### config.mk
export PLATFORM = sky130hd
export DESIGN_NAME = vga_timing
export DESIGN_NICKNAME = d
export VERILOG_FILES = /design/src/vga_timing.sv
export SDC_FILE = /design/constraint.sdc
export NUM_CORES = 1
export LEC_CHECK = 0
export BUFFER_PORTS_ARGS = -buffer_cell sky130_fd_sc_hd__buf_2
export CORE_MARGIN = 5
export CORE_UTILIZATION = 30
export CTS_BUF_LIST = sky130_fd_sc_hd__clkbuf_16
export CTS_CLUSTER_DIAMETER = 60
export CTS_CLUSTER_SIZE = 25
export DETAILED_ROUTE_END_ITERATION = 12
export PLACE_DENSITY = 0.53
export RECOVER_POWER = 50
export SLEW_MARGIN = 20
export SYNTH_ARGS = -nofsm -noshare
export SYNTH_HDL_FRONTEND = slang
export SYNTH_SLANG_ARGS = --single-unit
export TNS_END_PERCENT = 30
### constraint.sdc
create_clock -name clk -period 2.2 [get_ports clk]
set_clock_uncertainty 0.05 [all_clocks]
set_input_delay 0.33 -clock clk [delete_from_list [all_inputs] [get_ports clk]]
set_output_delay 0.33 -clock clk [all_outputs]
set_load 0.01 [all_outputs]
### src/vga_timing.sv
module vga_timing #(
  parameter int H_ACTIVE = 640,
  parameter int H_FRONT  = 16,
  parameter int H_SYNC   = 96,
  parameter int H_BACK   = 48,
  parameter int V_ACTIVE = 480,
  parameter int V_FRONT  = 10,
  parameter int V_SYNC   = 2,
  parameter int V_BACK   = 33
) (
  input  logic       clk,
  input  logic       rst_n,
  output logic [9:0] h_cnt,
  output logic [9:0] v_cnt,
  output logic       active,
  output logic       hsync,
  output logic       vsync
);

  localparam int H_TOTAL    = H_ACTIVE + H_FRONT + H_SYNC + H_BACK;
  localparam int V_TOTAL    = V_ACTIVE + V_FRONT + V_SYNC + V_BACK;
  localparam int H_SYNC_BEG = H_ACTIVE + H_FRONT;
  localparam int V_SYNC_BEG = V_ACTIVE + V_FRONT;

  always_ff @(posedge clk) begin
    if (!rst_n) begin
      h_cnt <= '0;
      v_cnt <= '0;
    end else if (h_cnt == 10'(H_TOTAL - 1)) begin
      h_cnt <= '0;
      if (v_cnt == 10'(V_TOTAL - 1))
        v_cnt <= '0;
      else
        v_cnt <= v_cnt + 10'd1;
    end else begin
      h_cnt <= h_cnt + 10'd1;
    end
  end

  assign active = (h_cnt < H_ACTIVE) && (v_cnt < V_ACTIVE);
  assign hsync  = !((h_cnt >= H_SYNC_BEG) && (h_cnt < H_SYNC_BEG + H_SYNC));  // Active low
  assign vsync  = !((v_cnt >= V_SYNC_BEG) && (v_cnt < V_SYNC_BEG + V_SYNC));

endmodule

==> reports/metrics.csv <==
metric,value,unit
status,finished clean,
synth_top_family_by_area,simple AND/OR/NAND/NOR gates,
synth-compound-area-share,12.16,%
cts.sinks,20,
core_area,3390,sq um
power_density,591.7,nW/um^2
period_minus_slack,2070,ps
worstSetupStartpoint,v_cnt[1],
cts.htree.levels,1,
fin_crit_sh,94.07,%
gp_congestion,0.7695,
hold_depth,3,
antenna_found_initial,0,
final_cell_count_no_fill,195,
synth-simple-area-share,33.29,%
synth_top_flop_cell,dfxtp_1,
p_leak,0.4743,nW
nNetsFinal,156,
tritoncts,built,
yosysMostFrequentCell,dfxtp_1,
area_delta_synth_final,22.90,%
grt_max_degree,16,
rr_startpoint,v_cnt[0],
hp-class,input port to flop,
fmax,0.4832,GHz
dr.first_iter.drc_count,54,
syn-num-nets,127,
drt_wl_total,2.427,mm
setup.worst_path.end_class,output pin,
die_h,69.44,microns
grt_pass1_vias,938,
place_hpwl,1.801,mm
placedCellCount,190,
worstSetupPathType,flop to output pin,
clk_path_buf_depth,2,
cts.clk_slew.worst_paths,50,ps
insertion_delay,250,ps
port_buffers,24,
die_area,4821,sq um
final_hold_viol_count,0,
ys_seq_elements,20,
synthTopCellsByArea,"dfxtp_1, xor2_1, ha_1",
initial_core_util,31.27,%
synth_mux_area_share,0.9445,%
avgRoutedWirePerCell,12.45,microns
rows,21,
rsz0062_at_grt,false,
synth_top_area_cell,dfxtp_1,
vias,955,
slew_headroom,43.64,%
pin_count,25,
synth_top_area_share,37.78,%
reg2reg_to,v_cnt[9],
cp_data_required_time,1820,ps
drc,0,
synthCells,121,
endpoint,vsync,
root_buffer,clkbuf_16,
avgSynthCellArea,8.758,sq um
numCtsBuffers,3,
maxSlewViolCount,0,
drive_above_1_share,10.74,%
critPathMaxFanout,5,
ys_types,36,
setup_tns,0,ps
insertedDiodeCount,0,
grt_pass1_wl,4.291,mm
final_util,38.43,%
worst_setup_path_start_kind,flop,
syn_area,1060,sq um
setup_viol,0,
yosys.area_share.adder,4.723,%
tightest_slew,833.6,ps
max_cap_viol_count,0,
synth-xor-area-share,7.438,%
die_w,69.44,microns
ir_drop,0.0002031,V
drt-vias-per-instance,4.897,
ys_async_sr_fraction,0,%
firstDrtPassIters,4,
synth_edf_count,0,
grt_overflow,0,
rrSetupSlack,270,ps
grtUsageTotal,10.78,%
ant_nets,0,
yosysWarnings,0,
worst_r2r_path_depth,6,
synthTopCellsByCount,"dfxtp_1, nand2_1, nor2_1",
arrival,1690,ps
ys_seq_area_share,37.78,%
## worst min path at each step
| stage | end | startpoint |
|---|---|---|
| after floorplan | v_cnt[7] | rst_n |
| after global placement | h_cnt[0] | h_cnt[0] |
| after detailed placement | h_cnt[0] | h_cnt[0] |
| after CTS | v_cnt[5] | rst_n |
| after global routing | v_cnt[5] | rst_n |
| final | v_cnt[5] | rst_n |
## layer usage
layer	GRT usage, %	wire [microns]
met1	13.09	1192
met5	0	0
met3	2.754	93
met4	5.423	51
met2	17.48	1090
## what timing repair did
action,CTS,global route
endpoints found under the setup margin,1,1
setup buffers,0,1
gates resized for setup,2,1
hold buffers,0,0
## per-stage QoR
step	hold WS, ps	area (sq um)	power (mW)	setup WS (ps)
finish	398.6	1303	0.7707	130.5
global route	415.8	1303	0.8052	74.36
CTS	405.2	1319	0.7871	1.396
detailed placement	426.8	1236	0.4039	186.9
global placement	421.0	1236	0.4032	218.9
floorplan	433.1	1060	0.3937	306.8
## state kept, by name, indices dropped and copies added, names as in the netlist
name   count
v_cnt     10
h_cnt     10
## worst max-delay path, stage by stage (launching register included)
cell	delay, ps
dfxtp_1	380
inv_1	80
or4b_4	530
or3_1	300
buf_2	140
## placed cells by master, fill, tap and decap left out, drive strengths merged
cell	netlist	final
a21boi	6	6
a21oi	2	2
a22oi	1	1
a31oi	1	1
a41oi	1	1
and2	4	4
and3	5	5
and4	3	3
buf	2	9
clkbuf	2	22
clkinv	0	1
dfxtp	20	20
ha	4	4
inv	4	4
mux2i	1	1
nand2	10	10
nand3	8	8
nand4	3	3
nand4b	1	1
nor2	10	10
nor3	1	1
nor3b	1	1
nor4b	2	2
o21ai	9	9
o22ai	1	1
or2	1	1
or3	2	2
or3b	1	1
or4	4	4
or4b	2	2
xnor2	2	2
xor2	7	7
## cells by family after synthesis
family / Yosys count
AOI/OAI and AO/OA: 21
and+or+nand+nor: 58
adders and majority gates: 4
muxes: 1
DFF: 20
xor gates and xnor gates: 9
buffers and inverters: 8
## area by class of cell
cell class / instances / area [sq um]
fill: 351 / 2087
sequential: 20 / 400.4
tap: 46 / 57.56
timing repair buffer: 28 / 126.4
inverter: 4 / 15.01
clock inverter: 1 / 3.754
clock buffer: 3 / 75.07
multi-input combinational: 93 / 624.3
## power breakdown
group	switching, mW	internal, mW
sequential	0.00543	0.367
clock	0.135	0.242
combinational	0.0133	0.00838
(Power assumes the default switching activity.)
