$ cat src/term_pkg.sv
package term_pkg;

  // Glyph cell geometry
  localparam int FONT_W = 8;
  localparam int FONT_H = 8;

  localparam int CHAR_W = 8;

  // PS/2 set 2 scan codes with special meaning
  localparam logic [7:0] SC_BREAK = 8'hF0;
  localparam logic [7:0] SC_ENTER = 8'h5A;

  localparam logic [CHAR_W-1:0] ASCII_SPACE = 8'h20; // Buffer clear value
  localparam logic [CHAR_W-1:0] ASCII_ENTER = 8'h0D;

  typedef enum logic [1:0] {
    IDLE,
    DATA,
    PARITY,
    STOP
  } ps2_state_t;

  typedef enum logic {
    MAKE,
    BREAK
  } key_state_t;

endpackage

$ cat src/ps2_rx.sv
module ps2_rx (
  input  logic       clk,
  input  logic       rst_n,
  input  logic       ps2_clk,
  input  logic       ps2_data,
  output logic [7:0] code,
  output logic       code_valid
);

  logic [2:0] clk_sync;  // Two sync stages plus one for edge detect
  logic [1:0] data_sync;
  logic       fall;
  logic       bit_in;
  logic [7:0] shift;
  logic [2:0] bit_cnt;
  logic       parity_ok;
  term_pkg::ps2_state_t state;

  assign fall   = clk_sync[2] & ~clk_sync[1];
  assign bit_in = data_sync[1];

  always_ff @(posedge clk) begin
    if (!rst_n) begin
      clk_sync  <= '1;  // Lines idle high
      data_sync <= '1;
    end else begin
      clk_sync  <= {clk_sync[1:0], ps2_clk};
      data_sync <= {data_sync[0], ps2_data};
    end
  end

  always_ff @(posedge clk) begin
    if (!rst_n) begin
      state      <= term_pkg::IDLE;
      bit_cnt    <= '0;
      parity_ok  <= 1'b0;
      code_valid <= 1'b0;
    end else begin
      code_valid <= 1'b0;
      if (fall) begin
        case (state)
          term_pkg::IDLE: begin
            bit_cnt <= '0;
            if (!bit_in)
              state <= term_pkg::DATA;  // Start bit is low
          end
          term_pkg::DATA: begin
            bit_cnt <= bit_cnt + 3'd1;
            if (bit_cnt == 3'd7)
              state <= term_pkg::PARITY;
          end
          term_pkg::PARITY: begin
            parity_ok <= ^{shift, bit_in};  // Odd parity
            state     <= term_pkg::STOP;
          end
          term_pkg::STOP: begin
            code_valid <= parity_ok & bit_in;
            state      <= term_pkg::IDLE;
          end
          default: state <= term_pkg::IDLE;
        endcase
      end
    end
  end

  always_ff @(posedge clk) begin
    if (fall && state == term_pkg::DATA)
      shift <= {bit_in, shift[7:1]};  // LSB first
    if (fall && state == term_pkg::STOP)
      code <= shift;
  end

endmodule

$ cat config.mk
export PLATFORM = sky130hd
export DESIGN_NAME = ps2_rx
export DESIGN_NICKNAME = d
export VERILOG_FILES = /design/src/term_pkg.sv /design/src/ps2_rx.sv
export SDC_FILE = /design/constraint.sdc
export NUM_CORES = 1
export LEC_CHECK = 0
export BUFFER_PORTS_ARGS = -buffer_cell sky130_fd_sc_hd__buf_2
export CAP_MARGIN = 20
export CELL_PAD_IN_SITES_DETAIL_PLACEMENT = 1
export CELL_PAD_IN_SITES_GLOBAL_PLACEMENT = 1
export CORE_MARGIN = 8
export CORE_UTILIZATION = 49
export CTS_CLUSTER_DIAMETER = 100
export DETAILED_ROUTE_END_ITERATION = 8
export PLACE_DENSITY = 0.84
export SYNTH_ARGS = -nofsm -noshare
export SYNTH_HDL_FRONTEND = slang
export SYNTH_SLANG_ARGS = --single-unit
$ cat constraint.sdc
create_clock -name clk -period 4.9 [get_ports clk]
set_clock_uncertainty 0.2 [all_clocks]
set_input_delay 0.735 -clock clk [delete_from_list [all_inputs] [get_ports clk]]
set_output_delay 0.735 -clock clk [all_outputs]
set_load 0.02 [all_outputs]
==> results.json, run 1 <==
{
  "port_buffers": 12,
  "ys_seq_elements": 28,
  "ys_seq_area_share_pct": 67.4,
  "relSlewSlack_pct": 67.2,
  "wire_per_inst_um": 15.9,
  "startpoint_type": "flop",
  "route.detailed.drc": 0,
  "syn_to_final_growth_pct": 11.0,
  "synthAdderAreaFrac_pct": 8.20,
  "fin_crit_sh_pct": 38.1,
  "grt_pass1_wl_um": 3130,
  "fillCellCount": 228,
  "p_leak_nw": 0.454,
  "fmaxAchievable_ghz": 0.536,
  "design_area_sq_mm": 0.00119,
  "hold_viol": 0,
  "finalSetupViolations": 0,
  "synth_cells": 73,
  "ant_nets": 0,
  "synth_area_sq_mm": 0.00107,
  "synthMuxAreaShare_pct": 1.87,
  "cts_setup_buffers": 0,
  "slew_viol_final": 0,
  "initial_core_util_pct": 50.2,
  "yosysWarnings": 0,
  "clk_pin_slew_ns": 0.14,
  "synth.distinct_cells": 23,
  "antenna_found_initial": 0,
  "die_w_um": 62.7,
  "maxCapViolCount": 0,
  "grt_usage_pct": 9.99,
  "arrival_ns": 1.92,
  "synth.net_count": 84,
  "hpwlAfterDp_um": 1330,
  "ff2ff_path_depth": 4,
  "insertion_delay_ns": 0.32,
  "grt_pass1_vias": 661,
  "r2r_start": "shift[1]$_DFFE_PP_",
  "r2r_end": "parity_ok$_SDFFE_PN0P_",
  "nets": 100,
  "min_to": "clk_sync[1]$_SDFF_PN1_",
  "hold_path.startpoint": "clk_sync[0]$_SDFF_PN1_",
  "min_path_type": "reg2reg",
  "final_cell_mix": "edfxtp_1, dfxtp_1, buf_2, ha_1, nand2b_1",
  "gp_congestion": 0.745,
  "cts_tree": "yes",
  "finalCriticalPeriod_ns": 1.87,
  "syn_avg_cell_area_sq_um": 14.6,
  "totalWireLength_um": 1850,
  "hold_depth": 1,
  "synth_simple_gate_area_share_pct": 11.6,
  "final_common_cell": "edfxtp_1",
  "vias_per_cell": 5.11,
  "powerDensity_mw_per_mm2": 295,
  "n_antenna_cell": 0,
  "die_h_um": 62.7,
  "pin_count": 13,
  "holdBufCountCts": 0,
  "core_sq_mm": 0.00213,
  "synth_compound_gate_area_share_pct": 3.28,
  "die_area_sq_mm": 0.00393,
  "crit_fanout": 3,
  "drt_iter0_drc": 14,
  "drive_above_1_share_pct": 17.0,
  "synthXorXnorAreaFrac_pct": 6.21,
  "critical_path_class": "reg2reg",
  "numCtsBuffers": 3,
  "grt_overflow": 0,
  "vias": 593,
  "htreeDepth": 1,
  "end_kind": "flop",
  "grt_start_max_net_pins": 16,
  "synth_top_family_by_area": "simple AND/OR/NAND/NOR gates",
  "cts_buffer_depth": 2,
  "reg2reg_slack_ns": 3.03,
  "num_rows": 17,
  "postCtsResizedCells": 0,
  "vdd_drop_max_mv": 0.243,
  "power_uw": 350,
  "dr.pass1.iters": 5,
  "cp.required_ns": 4.96,
  "fin_hold_ws_ns": 0.229,
  "cts.sinks": 28,
  "place_inst": 112,
  "fin_cells": 116,
  "place_area_sq_mm": 0.00116,
  "root_buffer": "clkbuf_4",
  "worstMarginPinSlew_ns": 0.492,
  "status": "complete, no violations",
  "grt_setup_unrepaired": "no",
  "setup_tns_ns": 0
}
logic make-up after synthesis:
| family | Yosys count |
|---|---|
| xor gates and xnor gates | 6 |
| AOI/OAI and AO/OA | 5 |
| muxes | 2 |
| and+or+nand+nor | 21 |
| buffers and inverters | 4 |
| adders and majority gates | 7 |
| DFF | 28 |
final cells by class:
cell class | instances | area [sq um] | area share [%]
multi-input cells | 41 | 333 | 28.1
clock inverters | 1 | 3.75 | 0.316
well taps | 28 | 35.0 | 2.95
repair buffers | 12 | 60.1 | 5.06
clock buffers | 3 | 22.5 | 1.90
flip-flops and latches | 28 | 721 | 60.8
inverters | 3 | 11.3 | 0.949
stage by stage:
step	setup slack, ns	util, %
final	3.03	55.8
after CTS	3.03	55.8
after detailed placement	2.94	54.5
after floorplan	3.19	-
after global placement	3.00	54.5
after global routing	2.95	55.8
sequential cells by signal, summed over array words and instances (netlist names):
signal      flops
code            8
data_sync       2
bit_cnt         3
state           2
parity_ok       1
clk_sync        3
shift           8
code_valid      1
synthesized netlist by cell type, drive strengths merged:
| library cell | number | area share [%] |
|---|---|---|
| edfxtp | 16 | 45 |
| dfxtp | 12 | 22 |
| ha | 7 | 8.2 |
| nand2b | 6 | 3.5 |
| inv | 3 | 1.1 |
| nor2b | 3 | 1.8 |
| xnor2 | 3 | 2.5 |
| a22oi | 2 | 1.4 |
| and2 | 2 | 1.2 |
| mux2i | 2 | 1.9 |
| nand2 | 2 | 0.70 |
| nand3 | 2 | 0.94 |
| nor2 | 2 | 0.70 |
| xor2 | 2 | 1.6 |
| a211oi | 1 | 0.70 |
| and4 | 1 | 0.82 |
| clkbuf | 1 | 0.35 |
| nand4 | 1 | 0.59 |
| nor3 | 1 | 0.47 |
| o211ai | 1 | 0.70 |
| o21ai | 1 | 0.47 |
| or4b | 1 | 0.94 |
| xnor3 | 1 | 2.1 |
worst max-delay path: stages (launching register included):
cell and delay [ns]:
edfxtp_1 0.46, xor2_1 0.19, xnor3_1 0.40, or4b_1 0.45
o211ai_1 0.11
how the worst max path moves through the flow:
stage                                         to  cells after the start               start
final                     parity_ok$_SDFFE_PN0P_                      4  shift[1]$_DFFE_PP_
after global routing      parity_ok$_SDFFE_PN0P_                      4  shift[1]$_DFFE_PP_
after CTS                 parity_ok$_SDFFE_PN0P_                      4  shift[1]$_DFFE_PP_
after detailed placement  parity_ok$_SDFFE_PN0P_                      4               rst_n
after global placement    parity_ok$_SDFFE_PN0P_                      4               rst_n
after floorplan           parity_ok$_SDFFE_PN0P_                      4  shift[1]$_DFFE_PP_
power breakdown:
part / internal [mW] / total [mW] / switching (mW)
Clock: 0.0298 / 0.0933 / 0.0635
Sequential: 0.248 / 0.249 / 0.00110
Combinational: 0.00320 / 0.00733 / 0.00413
Total: 0.281 / 0.350 / 0.0687
per-layer routing:
metal	vias to the layer above	wire length, um	global-route usage (%)
met3	2	82	3.05
met2	13	935	16.9
met4	0	12	5.13
li1	287	-	-
met1	291	818	11.0
met5	-	0	0
Power figures use the tool's default switching activity.
==> inputs of run 2 (changes only) <==
--- a/config.mk
+++ b/config.mk
@@ -5,15 +5,16 @@
 export SDC_FILE = /design/constraint.sdc
 export NUM_CORES = 1
 export LEC_CHECK = 0
+export ABC_AREA = 1
 export BUFFER_PORTS_ARGS = -buffer_cell sky130_fd_sc_hd__buf_2
 export CAP_MARGIN = 20
 export CELL_PAD_IN_SITES_DETAIL_PLACEMENT = 1
 export CELL_PAD_IN_SITES_GLOBAL_PLACEMENT = 1
 export CORE_MARGIN = 8
-export CORE_UTILIZATION = 49
+export CORE_UTILIZATION = 43
 export CTS_CLUSTER_DIAMETER = 100
 export DETAILED_ROUTE_END_ITERATION = 8
-export PLACE_DENSITY = 0.84
+export PLACE_DENSITY = 0.79
 export SYNTH_ARGS = -nofsm -noshare
 export SYNTH_HDL_FRONTEND = slang
 export SYNTH_SLANG_ARGS = --single-unit
==> constraint.sdc (replaced) <==
create_clock -name clk -period 1.9 [get_ports clk]
set_clock_uncertainty 0.2 [all_clocks]
set_input_delay 0.285 -clock clk [delete_from_list [all_inputs] [get_ports clk]]
set_output_delay 0.285 -clock clk [all_outputs]
set_load 0.02 [all_outputs]
==> results.json, run 2 <==
{
  "status": "complete, no violations",
  "startpoint_type": "flop",
  "gp_congestion": 0.729,
  "hold_viol": 0,
  "yosys.area.top_type": "edfxtp_1",
  "vias": 850,
  "grt_setup_unrepaired": "no",
  "crit_family": "buffers and inverters",
  "totalWireLength_um": 2350,
  "root_buffer": "clkbuf_4",
  "synth_cells": 120,
  "finalSetupViolations": 0,
  "drive_above_1_share_pct": 17.0,
  "cp_num_buf_inv": 3,
  "cts_setup_buffers": 0,
  "synth_ff_type": "edfxtp_1",
  "critical_path_class": "reg2reg",
  "pin_count": 13,
  "core_sq_mm": 0.00269,
  "drt_iter0_drc": 30,
  "crit_chain": "inv_1 > ha_1 > inv_1 > nor2_1 > buf_4",
  "hpwlAfterDp_um": 1930,
  "fin_cells": 172,
  "postCtsResizedCells": 0,
  "cts_buffer_depth": 2,
  "finalCriticalPeriod_ns": 1.60,
  "vias_per_cell": 4.94,
  "multi_input_area_sq_um": 387,
  "initial_core_util_pct": 44.2,
  "seqCellArea_sq_um": 721,
  "yosysMostFrequentCell": "nand2_1",
  "grt_start_max_net_pins": 17,
  "cts_tree": "yes",
  "p_leak_nw": 0.641,
  "n_antenna_cell": 0,
  "yosysWarnings": 0,
  "die_area_sq_mm": 0.00469,
  "antenna_found_initial": 0,
  "dr.pass1.iters": 2,
  "end_kind": "flop",
  "nets": 153,
  "grt_usage_pct": 11.0,
  "synth.distinct_cells": 16,
  "die_h_um": 68.5,
  "wire_per_inst_um": 13.6,
  "min_path_type": "reg2reg",
  "arrival_ns": 1.45,
  "design_area_sq_mm": 0.00138,
  "cts.sinks": 28,
  "die_w_um": 68.5,
  "route.detailed.drc": 0,
  "place_inst": 165,
  "final_cell_mix": "nand2_1, inv_1, edfxtp_1, dfxtp_1, buf_2",
  "ys_seq_elements": 28,
  "setup_tns_ns": 0,
  "grt_overflow": 0,
  "insertion_delay_ns": 0.32,
  "maxCapViolCount": 0,
  "synth_top_area_share_pct": 40.5,
  "fmaxAchievable_ghz": 0.625,
  "vdd_drop_max_mv": 0.541,
  "syn_to_final_growth_pct": 16.6,
  "top_regs": "code (8), shift (8)",
  "cp.required_ns": 1.75,
  "ys_seq_area_share_pct": 60.8,
  "ant_nets": 0,
  "synth.net_count": 131,
  "fin_crit_sh_pct": 84.1,
  "clk_pin_slew_ns": 0.15,
  "final_common_cell": "nand2_1",
  "critical-path-max-stage-delay_ns": 0.36,
  "synthTopCellsByCount": "nand2_1, inv_1, edfxtp_1",
  "synth_edf_count": 16,
  "slew_viol_final": 0,
  "powerDensity_mw_per_mm2": 765,
  "synth.area.top_cells": "edfxtp_1, dfxtp_1, nand2_1",
  "fillCellCount": 300,
  "syn_avg_cell_area_sq_um": 9.88,
  "worstMarginPinSlew_ns": 0.378,
  "critPathSlowestCell": "dfxtp_1",
  "place_area_sq_mm": 0.00130,
  "relSlewSlack_pct": 74.6,
  "htreeDepth": 1,
  "synth_area_sq_mm": 0.00119,
  "cp_common_cell": "inv_1",
  "grt_pass1_vias": 938,
  "num_rows": 19,
  "grt_pass1_wl_um": 3920,
  "crit_fanout": 8,
  "fin_hold_ws_ns": 0.234,
  "numCtsBuffers": 3,
  "async_flop_share_pct": 0,
  "port_buffers": 12
}
-- run 2: cell count changes after synthesis, moves of 2 or more --
cell,change
a21oi_1,+4
a22oi_1,-2
and2_1,-2
inv_1,+18
mux2i_1,-2
nand2_1,+33
nand2b_1,-6
nand3_1,+4
nor2b_1,-3
o21ai_0,+3
or2_2,+4
xnor2_1,-3
-- run 2: through the flow --
| stage | worst slack [ns] | utilization [%] | total power, mW |
|---|---|---|---|
| 2_1_floorplan | 0.254 | - | 0.672 |
| 3_3_place_gp | 0.373 | 48.4 | 0.680 |
| 3_5_place_dp | 0.306 | 48.4 | 0.683 |
| 4_1_cts | 0.290 | 51.5 | 1.07 |
| 5_1_grt | 0.175 | 51.5 | 1.09 |
| 6_report | 0.301 | 51.5 | 1.06 |
-- run 2: cell type report --
type                       instances  area share [%]
clock inverter                     1            2.17
multi-input combinational         71            28.0
sequential                        28            52.1
tap                               31            2.81
inverter                          21            5.70
timing repair buffer              17            7.60
clock buffer                       3            1.63
-- run 2: repair_timing --
item	in CTS	in global routing
hold endpoints to repair	3	0
hold buffers	3	0
setup endpoints to repair	0	0
-- run 2: final timing paths --
check / startpoint / to / slack, ns / cells after the start
worst max-delay path: state[1]$_SDFFE_PN0P_ / shift[2]$_DFFE_PP_ / 0.30 / 5
worst min-delay path: data_sync[0]$_SDFF_PN1_ / data_sync[1]$_SDFF_PN1_ / 0.23 / 1
worst max register to register: state[1]$_SDFFE_PN0P_ / shift[2]$_DFFE_PP_ / 0.30 / 5
worst min register to register: data_sync[0]$_SDFF_PN1_ / data_sync[1]$_SDFF_PN1_ / 0.23 / 1
-- run 2: layer usage --
metal  vias to the layer above  part of all wire [%]  global-route usage, %
met1                       405                    39                   10.2
met3                         4                   5.5                   2.26
met5                         -                     0                      0
met2                        16                    54                   22.1
met4                         0                   1.4                   5.12
li1                        425                     -                      -
-- run 2: power breakdown --
group | switching (mW) | leakage (nW) | internal [mW]
Sequential | 0.00341 | 0.241 | 0.640
Clock | 0.171 | 0.0279 | 0.213
Combinational | 0.0164 | 0.372 | 0.0141
-- run 2: cells by family (layout without fill, tap and decap cells) --
group	Yosys count	after routing	synth area share [%]
flops	28	28	60.8
simple gates	51	51	18.4
fa+ha+maj	7	7	7.38
buf+inv	21	42	6.65
xor+xnor	2	2	1.48
compound gates	11	11	5.38
