`config.mk`:
```
export PLATFORM = sky130hd
export DESIGN_NAME = key_decoder
export DESIGN_NICKNAME = d
export VERILOG_FILES = /design/src/term_pkg.sv /design/src/key_decoder.sv
export SDC_FILE = /design/constraint.sdc
export NUM_CORES = 1
export LEC_CHECK = 0
export BUFFER_PORTS_ARGS = -buffer_cell sky130_fd_sc_hd__buf_2
export CAP_MARGIN = 20
export CORE_ASPECT_RATIO = 0.6
export CORE_MARGIN = 3
export CORE_UTILIZATION = 59
export DETAILED_ROUTE_END_ITERATION = 7
export GPL_TIMING_DRIVEN = 0
export PLACE_DENSITY_LB_ADDON = 0.15
export SKIP_CTS_REPAIR_TIMING = 1
export SYNTH_ARGS = -nofsm -noshare
export SYNTH_HDL_FRONTEND = slang
export SYNTH_SLANG_ARGS = --single-unit
```
`constraint.sdc`:
```
create_clock -name clk -period 3.6 [get_ports clk]
set_clock_uncertainty 0.1 [all_clocks]
set_input_delay 0.72 -clock clk [delete_from_list [all_inputs] [get_ports clk]]
set_output_delay 0.72 -clock clk [all_outputs]
set_load 0.02 [all_outputs]
```
`src/term_pkg.sv`:
```
package term_pkg;

  // Glyph cell geometry
  localparam int FONT_W = 8;
  localparam int FONT_H = 8;

  localparam int CHAR_W = 8;

  // PS/2 set 2 scan codes with special meaning
  localparam logic [7:0] SC_BREAK = 8'hF0;
  localparam logic [7:0] SC_ENTER = 8'h5A;

  localparam logic [CHAR_W-1:0] ASCII_SPACE = 8'h20; // Buffer clear value
  localparam logic [CHAR_W-1:0] ASCII_ENTER = 8'h0D;

  typedef enum logic [1:0] {
    IDLE,
    DATA,
    PARITY,
    STOP
  } ps2_state_t;

  typedef enum logic {
    MAKE,
    BREAK
  } key_state_t;

endpackage

```
`src/key_decoder.sv`:
```
module key_decoder #(
  parameter int COLS = 80,
  parameter int ROWS = 60
) (
  input  logic                          clk,
  input  logic                          rst_n,
  input  logic [7:0]                    code,
  input  logic                          code_valid,
  output logic                          wr_req,
  output logic [$clog2(COLS*ROWS)-1:0]  wr_addr,
  output logic [term_pkg::CHAR_W-1:0]   wr_data,
  input  logic                          wr_ack
);

  localparam int ADDR_W = $clog2(COLS * ROWS);
  localparam int COL_W  = $clog2(COLS);
  localparam int ROW_W  = $clog2(ROWS);

  term_pkg::key_state_t        state;
  logic [COL_W-1:0]            col;
  logic [ROW_W-1:0]            row;
  logic [ROW_W-1:0]            row_next;
  logic [term_pkg::CHAR_W-1:0] ascii;

  assign row_next = (row == ROW_W'(ROWS - 1)) ? '0 : row + 1'b1;  // No scrolling, wrap

  always_comb begin
    case (code)
      8'h1C: ascii = "a";
      8'h32: ascii = "b";
      8'h21: ascii = "c";
      8'h23: ascii = "d";
      8'h24: ascii = "e";
      8'h2B: ascii = "f";
      8'h34: ascii = "g";
      8'h33: ascii = "h";
      8'h43: ascii = "i";
      8'h3B: ascii = "j";
      8'h42: ascii = "k";
      8'h4B: ascii = "l";
      8'h3A: ascii = "m";
      8'h31: ascii = "n";
      8'h44: ascii = "o";
      8'h4D: ascii = "p";
      8'h15: ascii = "q";
      8'h2D: ascii = "r";
      8'h1B: ascii = "s";
      8'h2C: ascii = "t";
      8'h3C: ascii = "u";
      8'h2A: ascii = "v";
      8'h1D: ascii = "w";
      8'h22: ascii = "x";
      8'h35: ascii = "y";
      8'h1A: ascii = "z";
      8'h45: ascii = "0";
      8'h16: ascii = "1";
      8'h1E: ascii = "2";
      8'h26: ascii = "3";
      8'h25: ascii = "4";
      8'h2E: ascii = "5";
      8'h36: ascii = "6";
      8'h3D: ascii = "7";
      8'h3E: ascii = "8";
      8'h46: ascii = "9";
      8'h29: ascii = term_pkg::ASCII_SPACE;
      term_pkg::SC_ENTER: ascii = term_pkg::ASCII_ENTER;
      default: ascii = '0;  // Unmapped key
    endcase
  end

  always_ff @(posedge clk) begin
    if (!rst_n) begin
      state  <= term_pkg::MAKE;
      col    <= '0;
      row    <= '0;
      wr_req <= 1'b0;
    end else if (wr_req) begin
      if (wr_ack) begin
        wr_req <= 1'b0;
        if (col == COL_W'(COLS - 1)) begin
          col <= '0;
          row <= row_next;
        end else begin
          col <= col + 1'b1;
        end
      end
    end else if (code_valid) begin
      if (state == term_pkg::BREAK) begin
        state <= term_pkg::MAKE;  // Code of the released key
      end else if (code == term_pkg::SC_BREAK) begin
        state <= term_pkg::BREAK;
      end else if (ascii == term_pkg::ASCII_ENTER) begin
        col <= '0;
        row <= row_next;
      end else if (ascii != '0) begin
        wr_req <= 1'b1;
      end
    end
  end

  always_ff @(posedge clk) begin
    if (code_valid && !wr_req) begin
      wr_addr <= ADDR_W'(row * COLS + col);
      wr_data <= ascii;
    end
  end

endmodule

```
==> results of run 1 <==
## critical path, cell delays in order
cell      delay [ns]
buf_2           0.12
buf_4           0.17
inv_1           0.12
ha_1            0.37
and2_1          0.25
nand3_1         0.11
o311ai_0        0.16
a32oi_2         0.33
nand4_4         0.21
o21ai_2         0.39
o21ai_0         0.16
a32o_1          0.27
## state kept, by name, summed over array words and instances, names as in the netlist
| signal | flops |
|---|---|
| state | 1 |
| row | 6 |
| wr_data | 7 |
| wr_req | 1 |
| wr_addr | 13 |
| col | 7 |
## final cells by class
type | count | area (µm²)
Tap cell | 60 | 75.1
Buffer | 14 | 91.3
Fill cell | 351 | 1230
Clock inverter | 1 | 5.00
Multi-Input combinational cell | 230 | 1720
Clock buffer | 7 | 86.3
Timing Repair Buffer | 31 | 155
Sequential cell | 35 | 901
Inverter | 17 | 63.8
## placed cells by master (no fill, tap or decap), types with 8 or more instances in the layout
cell / netlist / routed
nand2b_1: 12 / 12
nand3_1: 11 / 11
nor2b_1: 8 / 8
edfxtp_1: 20 / 20
o21ai_0: 12 / 12
mux2i_1: 8 / 8
a21oi_1: 14 / 14
ha_1: 20 / 20
nand2_1: 27 / 27
inv_1: 16 / 16
nor2_1: 12 / 12
buf_2: 4 / 35
dfxtp_1: 15 / 15
## power by group
group / switching, mW / internal [mW]
Clock: 0.135 / 0.154
Combinational: 0.149 / 0.0779
Sequential: 0.00867 / 0.447
## kinds of logic (layout without fill, tap and decap cells)
| family | Yosys count | count (layout) | share of synthesized area |
|---|---|---|---|
| AOI/OAI and AO/OA | 80 | 80 | 0.218 |
| xor gates and xnor gates | 10 | 10 | 0.0316 |
| adders and majority gates | 22 | 22 | 0.105 |
| buffers and inverters | 31 | 70 | 0.0559 |
| DFF | 35 | 35 | 0.325 |
| muxes | 12 | 12 | 0.0464 |
| other | 1 | 1 | 0.00135 |
| and+or+nand+nor | 105 | 105 | 0.218 |
## path summary, 6_finish.rpt
kind / to / slack (ns) / cells after the start
hold reg to reg: state$_SDFFE_PN0P_ / 0.39 / 2
setup reg to reg: wr_addr[11]$_DFFE_PP_ / 1.07 / 8
setup / recovery: col[3]$_SDFFE_PN0P_ / 0.31 / 12
hold / removal: state$_SDFFE_PN0P_ / 0.39 / 2
## metal layers
metal / vias up / part of all wire / wire, µm / track usage
met5: - / 0 / 0 / 0
met4: 0 / 0.0059 / 42 / 0.0472
met3: 6 / 0.17 / 1170 / 0.114
met2: 173 / 0.34 / 2390 / 0.308
met1: 1113 / 0.49 / 3470 / 0.435
li1: 1177 / - / - / -
==> flow_metrics.py, run 1 <==
metrics = {
    "status": {
        "outcome": "completed",
    },
    "yosys": {
        "synth_common_cells": "nand2_1, edfxtp_1, ha_1",
        "synth.avg_cell_area_um2": 9.38,
        "synth-warning-count": 0,
        "syn_nets": 330,
        "yosysTopAreaCellShare": 0.216,
        "ys_seq_area_frac": 0.325,
        "synth-seq-cells": 35,
        "synth_edf_count": 20,
        "synth_ff_type": "edfxtp_1",
        "synth_area_leaders": "edfxtp_1, dfxtp_1, ha_1",
        "ys_types": 69,
        "synth.most_common_cell": "nand2_1",
        "synth_top_area_cell": "edfxtp_1",
        "syn-cell-area_um2": 2780,
        "syn_inst": 296,
        "synthArstFlopShare": 0,
    },
    "placed_design": {
        "dpl-instance-area_um2": 3010,
        "place_inst": 387,
        "dpl.hpwl_um": 5570,
        "portBuffers": 31,
        "detailedPlace.worstSlack_ns": 0.125,
        "place.gp.congestion": 1.04,
    },
    "drt": {
        "ant_nets": 0,
        "detail_route.wl_per_cell_um": 17.9,
        "drtPass1Iterations": 5,
        "via_per_inst": 6.25,
        "via_count": 2469,
        "route.detailed.drc": 0,
        "drtIter0Drc": 205,
        "finalWirelength_um": 7070,
    },
    "sta": {
        "setup_tns_ns": 0,
        "finalWorstSetupSlack_ns": 0.307,
        "report.final.setup_viol": 0,
        "hold_viol": 0,
        "slew_headroom": 0.487,
        "tightest_slew_ns": 0.769,
        "post-route-min-period_ns": 3.29,
        "min_period_over_period": 0.915,
        "rsz0062_at_grt": "no",
        "hold_slack_ns": 0.386,
        "fmax_mhz": 304,
        "maxSlewViolCount": 0,
    },
    "global_route": {
        "grt_pass1_wl_um": 11100,
        "grt_pass1_vias": 2116,
        "antenna_found_initial": 0,
        "grtUsageTotal": 0.266,
        "globalRouteOverflowTotal": 0,
        "grt_max_degree": 21,
    },
    "floorplan": {
        "num_rows": 18,
        "io_pins": 34,
        "dieArea_um2": 5590,
        "die_w_um": 94.5,
        "coreArea_um2": 4320,
        "initial_core_util": 0.642,
        "dieHeight_um": 59.1,
    },
    "clock_tree": {
        "cts_root_buffer": "clkbuf_8",
        "clk_pin_slew_ns": 0.07,
        "htree_levels": 2,
        "clock_path_buffers": 2,
        "clock_latency_ns": 0.29,
        "numClockSinks": 35,
        "cts_made_buffers": 5,
        "cts_tree": "yes",
    },
    "worst_setup_path": {
        "worstPathRequired_ns": 3.68,
        "endpoint_kind": "register",
        "path_class": "input pin to register",
        "start_kind": "input pin",
        "crit_arrival_ns": 3.38,
        "crit_fanout": 9,
        "r2r-start": "row[3]$_SDFFE_PN0P_",
        "startpoint": "code[1]",
    },
    "power_and_ir_drop": {
        "peakVddDrop_mv": 0.213,
        "power.density_nw_per_um2": 314,
        "power.total_mw": 0.972,
        "leakagePower_nw": 1.34,
    },
    "cells_and_area": {
        "final_core_util": 0.716,
        "layout.nets": 368,
        "diodes": 0,
        "finalNonFillerCells": 395,
        "area_delta_synth_final_pct": 11.6,
        "final_area_um2": 3100,
        "drive_gt1_frac": 0.194,
    },
    "worst_hold_path": {
        "hold_class": "register to register",
        "hold_start": "state$_SDFFE_PN0P_",
    },
    "flow_run": {
        "cap_viol_max_count": 0,
    },
}
No activity file was read; power rests on OpenSTA's default activity.
==> run 2: changes to the inputs <==
--- a/config.mk
+++ b/config.mk
@@ -7,7 +7,7 @@
 export LEC_CHECK = 0
 export BUFFER_PORTS_ARGS = -buffer_cell sky130_fd_sc_hd__buf_2
 export CAP_MARGIN = 20
-export CORE_ASPECT_RATIO = 0.6
+export CORE_ASPECT_RATIO = 1.1
 export CORE_MARGIN = 3
 export CORE_UTILIZATION = 59
 export DETAILED_ROUTE_END_ITERATION = 7
==> run 2 against run 1 <==
Design area is 0.44% lower. Flip-flop and latch count stayed put. Wire length fell by 6.9%. Setup slack improved by 0.17 ns. Non-clock buffer count is the same. Worst hold slack got worse by 0.012 ns. Via count shrank 1.6%. Die area shrank 0.47%. Critical path depth did not move. Sequential power about the same. Combinational power shrank 3%. Critical path type unchanged. Highest routed layer unchanged.
==> flow_metrics.py, run 2 (synthesized netlist as in run 1, its figures left out) <==
metrics = {
    "status": {
        "outcome": "completed",
    },
    "placed_design": {
        "dpl.hpwl_um": 4910,
        "detailedPlace.worstSlack_ns": 0.209,
        "portBuffers": 31,
        "place.gp.congestion": 0.970,
        "place_inst": 381,
    },
    "sta": {
        "slew_headroom": 0.449,
        "maxSlewViolCount": 0,
        "tightest_slew_ns": 0.826,
        "setup_tns_ns": 0,
        "fmax_mhz": 320,
        "post-route-min-period_ns": 3.12,
        "rsz0062_at_grt": "no",
        "finalWorstSetupSlack_ns": 0.477,
        "min_period_over_period": 0.867,
        "report.final.setup_viol": 0,
        "hold_viol": 0,
    },
    "worst_setup_path": {
        "cp_cell_sequence": "buf_2 > buf_4 > inv_1 > ha_1 > and2_1 > and2_1 > o31a_1 > a221o_2 > and2_1 > or3_1 > a21oi_1 > o31ai_1",
        "regToRegSetupSlack_ns": 1.08,
        "r2r-start": "row[3]$_SDFFE_PN0P_",
        "slowest_delay_ns": 0.40,
        "critPathMostFrequentCell": "and2_1",
        "path_class": "input pin to register",
        "endpoint_kind": "register",
        "worstPathRequired_ns": 3.66,
        "slowest_stage": "a221o_2",
        "reg2reg_depth": 8,
        "start_kind": "input pin",
        "crit_arrival_ns": 3.19,
        "rr_endpoint": "wr_addr[11]$_DFFE_PP_",
        "crit_fanout": 9,
    },
    "floorplan": {
        "initial_core_util": 0.629,
        "dieHeight_um": 77.9,
        "io_pins": 34,
        "coreArea_um2": 4410,
        "die_w_um": 71.4,
        "num_rows": 25,
        "dieArea_um2": 5560,
    },
    "power_and_ir_drop": {
        "leakagePower_nw": 1.33,
        "power.density_nw_per_um2": 309,
        "peakVddDrop_mv": 0.177,
    },
    "clock_tree": {
        "clk_pin_slew_ns": 0.07,
        "cts_made_buffers": 5,
        "clock_latency_ns": 0.28,
        "numClockSinks": 35,
        "cts_tree": "yes",
        "clock_path_buffers": 2,
        "htree_levels": 2,
        "cts_root_buffer": "clkbuf_8",
    },
    "cells_and_area": {
        "layout_commonest_cell": "buf_2",
        "largest_reg_flops": 13,
        "drive_gt1_frac": 0.194,
        "area_delta_synth_final_pct": 11.1,
        "seqCellArea_um2": 901,
        "diodes": 0,
        "top_register": "wr_addr",
        "finalNonFillerCells": 389,
        "layout.nets": 368,
        "reg_top3": "wr_addr: 13 flops, col: 7 flops, wr_data: 7 flops",
        "multiInputGateArea_um2": 1720,
        "fillerInstances": 354,
        "final_cell_mix": "buf_2, nand2_1, ha_1, edfxtp_1, inv_1",
    },
    "global_route": {
        "grt_pass1_vias": 2263,
        "grtUsageTotal": 0.249,
        "grt_max_degree": 21,
        "globalRouteOverflowTotal": 0,
        "grt_pass1_wl_um": 11000,
        "antenna_found_initial": 0,
    },
    "drt": {
        "route.detailed.drc": 0,
        "ant_nets": 0,
        "drtPass1Iterations": 5,
        "finalWirelength_um": 6590,
        "detail_route.wl_per_cell_um": 16.9,
        "via_count": 2429,
        "drtIter0Drc": 222,
        "via_per_inst": 6.24,
    },
    "flow_run": {
        "cap_viol_max_count": 0,
    },
    "worst_hold_path": {
        "hold_end": "state$_SDFFE_PN0P_",
        "hold_class": "register to register",
        "hold_start": "state$_SDFFE_PN0P_",
        "min_path_cells": 2,
    },
}
[run 2: cell types whose count changed in the layout (fill, tap and decap cells not counted)]
| cell | before | now |
|---|---|---|
| clkbuf_8 | 6 | 5 |
| clkinvlp_4 | 0 | 1 |
[run 2: worst max path at each step]
stage / start / to / slack (ns) / cells past startpoint
final: code[1] / wr_req$_SDFF_PN0_ / 0.48 / 12
after detailed placement: code[1] / wr_req$_SDFF_PN0_ / 0.21 / 12
after global placement: code[1] / wr_req$_SDFF_PN0_ / 0.18 / 12
after CTS: code[1] / wr_req$_SDFF_PN0_ / 0.49 / 12
after floorplan: code[1] / wr_req$_SDFF_PN0_ / 0.57 / 11
after global routing: code[1] / col[3]$_SDFFE_PN0P_ / 0.25 / 12
[run 2: critical path: cells and delay by family]
kind / cells / cell delay, ns
AO/OA/AOI/OAI: 4 / 0.90
adder cells (fa/ha/maj): 1 / 0.36
buffers and inverters: 3 / 0.38
AND/OR/NAND/NOR: 4 / 0.83
[run 2: layout make-up]
class	instances	area share
Timing Repair Buffer	31	0.0503
Multi-Input combinational cell	230	0.558
Tap cell	54	0.0219
Inverter	17	0.0207
Clock inverter	2	0.00406
Buffer	14	0.0296
Sequential cell	35	0.292
Clock buffer	6	0.0235
[run 2: power breakdown]
part | leakage, nW | internal [mW] | switching (mW) | total, mW
Clock | 0.0412 | 0.135 | 0.144 | 0.279
Sequential | 0.323 | 0.447 | 0.00762 | 0.454
Combinational | 0.969 | 0.0772 | 0.142 | 0.220
[run 2: per-stage QoR]
| step | hold slack (ns) | power, mW | util | instance area (µm²) |
|---|---|---|---|---|
| finish | 0.375 | 0.953 | 0.699 | 3080 |
| global route | 0.404 | 0.995 | 0.699 | 3080 |
| CTS | 0.372 | 0.957 | 0.699 | 3080 |
| detailed placement | 0.362 | 0.679 | 0.680 | 3000 |
| global placement | 0.360 | 0.678 | 0.680 | 3000 |
| floorplan | 0.346 | 0.617 | - | 2780 |
[run 2: metal layers]
| layer | routed length (µm) | share of wire | global-route usage | up-vias |
|---|---|---|---|---|
| li1 | - | - | - | 1175 |
| met1 | 3000 | 0.46 | 0.361 | 1132 |
| met5 | 0 | 0 | 0 | - |
| met4 | 93 | 0.014 | 0.0752 | 0 |
| met2 | 2890 | 0.44 | 0.359 | 112 |
| met3 | 604 | 0.092 | 0.0648 | 10 |
==> run 3: changes to the inputs <==
--- a/config.mk
+++ b/config.mk
@@ -11,7 +11,6 @@
 export CORE_MARGIN = 3
 export CORE_UTILIZATION = 59
 export DETAILED_ROUTE_END_ITERATION = 7
-export GPL_TIMING_DRIVEN = 0
 export PLACE_DENSITY_LB_ADDON = 0.15
 export SKIP_CTS_REPAIR_TIMING = 1
 export SYNTH_ARGS = -nofsm -noshare
==> run 3 against run 2 <==
Clock-buffer cell count is the same. Sequential share of layout area grew 0.62 points. Flip-flop and latch count is the same. Clock power grew 20%. First-iteration DRC count shrank 2.3%. Combinational power shrank 8%. Critical path depth shrank 1. Die area is the same. Design area shrank 2.1%. Non-clock buffer count shrank 13.
==> flow_metrics.py, run 3 (synthesized netlist as in run 1, its figures left out) <==
metrics = {
    "status": {
        "outcome": "completed",
    },
    "worst_hold_path": {
        "hold_class": "register to register",
        "min_path_cells": 2,
        "hold_start": "state$_SDFFE_PN0P_",
    },
    "power_and_ir_drop": {
        "power.total_mw": 0.996,
        "power_frac_seq": 0.459,
        "p_comb_frac": 0.203,
        "peakVddDrop_mv": 0.187,
        "internal_power_mw": 0.694,
        "switching_share": 0.303,
        "switchingPower_mw": 0.302,
        "leakagePower_nw": 1.30,
        "pwr-share-clk": 0.338,
        "power.density_nw_per_um2": 330,
    },
    "worst_setup_path": {
        "worstPathRequired_ns": 3.70,
        "reg2reg_depth": 8,
        "crit_arrival_ns": 3.12,
        "critPathCapture": "col[3]$_SDFFE_PN0P_",
        "path_class": "input pin to register",
        "endpoint_kind": "register",
        "r2r-start": "row[3]$_SDFFE_PN0P_",
        "start_kind": "input pin",
        "regToRegSetupSlack_ns": 1.07,
        "crit_fanout": 12,
        "startpoint": "code[1]",
        "rr_endpoint": "wr_addr[11]$_DFFE_PP_",
    },
    "clock_tree": {
        "clk_pin_slew_ns": 0.08,
        "clock_path_buffers": 2,
        "numClockSinks": 35,
        "cts_tree": "yes",
        "cts_made_buffers": 5,
        "clock_latency_ns": 0.30,
        "cts_root_buffer": "clkbuf_8",
        "htree_levels": 2,
    },
    "global_route": {
        "grtUsageTotal": 0.227,
        "grt_max_degree": 35,
        "antenna_found_initial": 0,
        "globalRouteOverflowTotal": 0,
        "grt_pass1_wl_um": 10100,
        "grt_pass1_vias": 2121,
    },
    "drt": {
        "via_count": 2325,
        "highest_layer": "met4",
        "drtIter0Drc": 217,
        "finalWirelength_um": 6060,
        "drtPass1Iterations": 6,
        "via_per_inst": 6.18,
        "met2WireLength_um": 2560,
        "wl_met3_um": 497,
        "detail_route.wl_per_cell_um": 16.1,
        "wl_met1_um": 2860,
        "ant_nets": 0,
        "route.detailed.drc": 0,
    },
    "cells_and_area": {
        "final_cell_mix": "buf_2, nand2_1, ha_1, edfxtp_1, inv_1",
        "final_area_um2": 3020,
        "drive_gt1_frac": 0.177,
        "layout_commonest_cell": "buf_2",
        "diodes": 0,
        "area_delta_synth_final_pct": 8.79,
        "top_register": "wr_addr",
        "largest_reg_flops": 13,
        "layout.nets": 355,
        "reg_top3": "wr_addr: 13 flops, col: 7 flops, wr_data: 7 flops",
    },
    "sta": {
        "tightest_slew_ns": 0.818,
        "slew_headroom": 0.454,
        "fmax_mhz": 331,
        "maxSlewViolCount": 0,
        "report.final.setup_viol": 0,
        "finalWorstSetupSlack_ns": 0.578,
        "rsz0062_at_grt": "no",
        "hold_viol": 0,
        "min_period_over_period": 0.839,
        "post-route-min-period_ns": 3.02,
        "hold_slack_ns": 0.403,
        "setup_tns_ns": 0,
    },
    "floorplan": {
        "dieArea_um2": 5560,
        "num_rows": 25,
        "coreArea_um2": 4410,
        "io_pins": 34,
        "initial_core_util": 0.629,
        "die_w_um": 71.4,
        "dieHeight_um": 77.9,
    },
    "placed_design": {
        "dpl.hpwl_um": 4390,
        "detailedPlace.worstSlack_ns": 0.273,
        "place.gp.congestion": 0.933,
        "dpl-instance-area_um2": 2910,
        "portBuffers": 32,
    },
    "flow_run": {
        "cap_viol_max_count": 0,
    },
}
run 3: changes by cell type in the layout (fill, tap and decap cells not counted), sizes merged:
cell,previous run,this run
buf,41,32
clkbuf,10,6
clkinv,2,3
clkinvlp,1,0
run 3: power groups by stage:
stage / Combinational (mW) / Clock, mW / Sequential [mW]
6_report: 0.203 / 0.336 / 0.457
2_1_floorplan: 0.128 / 0 / 0.488
3_3_place_gp: 0.200 / 0 / 0.465
3_5_place_dp: 0.199 / 0 / 0.466
5_1_grt: 0.221 / 0.359 / 0.460
4_1_cts: 0.201 / 0.340 / 0.457
run 3: worst max-delay path, cell delays in order:
cell	delay [ns]
buf_2	0.21
inv_1	0.14
ha_1	0.36
and2_1	0.19
nand3_1	0.08
o311ai_0	0.17
a32oi_2	0.32
nand4_4	0.19
o21ai_2	0.34
o21ai_0	0.14
a32o_1	0.27
run 3: cell type report:
type	instances	area, µm²
Multi-Input combinational cell	230	1720
Fill cell	346	1390
Sequential cell	35	901
Timing Repair Buffer	32	160
Clock buffer	6	93.8
Tap cell	54	67.6
Inverter	17	63.8
Clock inverter	2	13.8
run 3: metal layers:
metal  track usage  up-vias
li1              -     1145
met1         0.322     1065
met2         0.326      101
met3        0.0648       14
met4        0.0808        0
met5             0        -
run 3: metrics by stage:
stage,cells,util
after global placement,368,0.660
final,376,0.685
after global routing,376,0.685
after floorplan,296,-
after detailed placement,368,0.660
after CTS,376,0.685
run 3: worst min path at each step:
stage | end | slack, ns
after CTS | state$_SDFFE_PN0P_ | 0.40
after global placement | state$_SDFFE_PN0P_ | 0.37
final | state$_SDFFE_PN0P_ | 0.40
after floorplan | state$_SDFFE_PN0P_ | 0.35
after global routing | state$_SDFFE_PN0P_ | 0.42
after detailed placement | state$_SDFFE_PN0P_ | 0.38
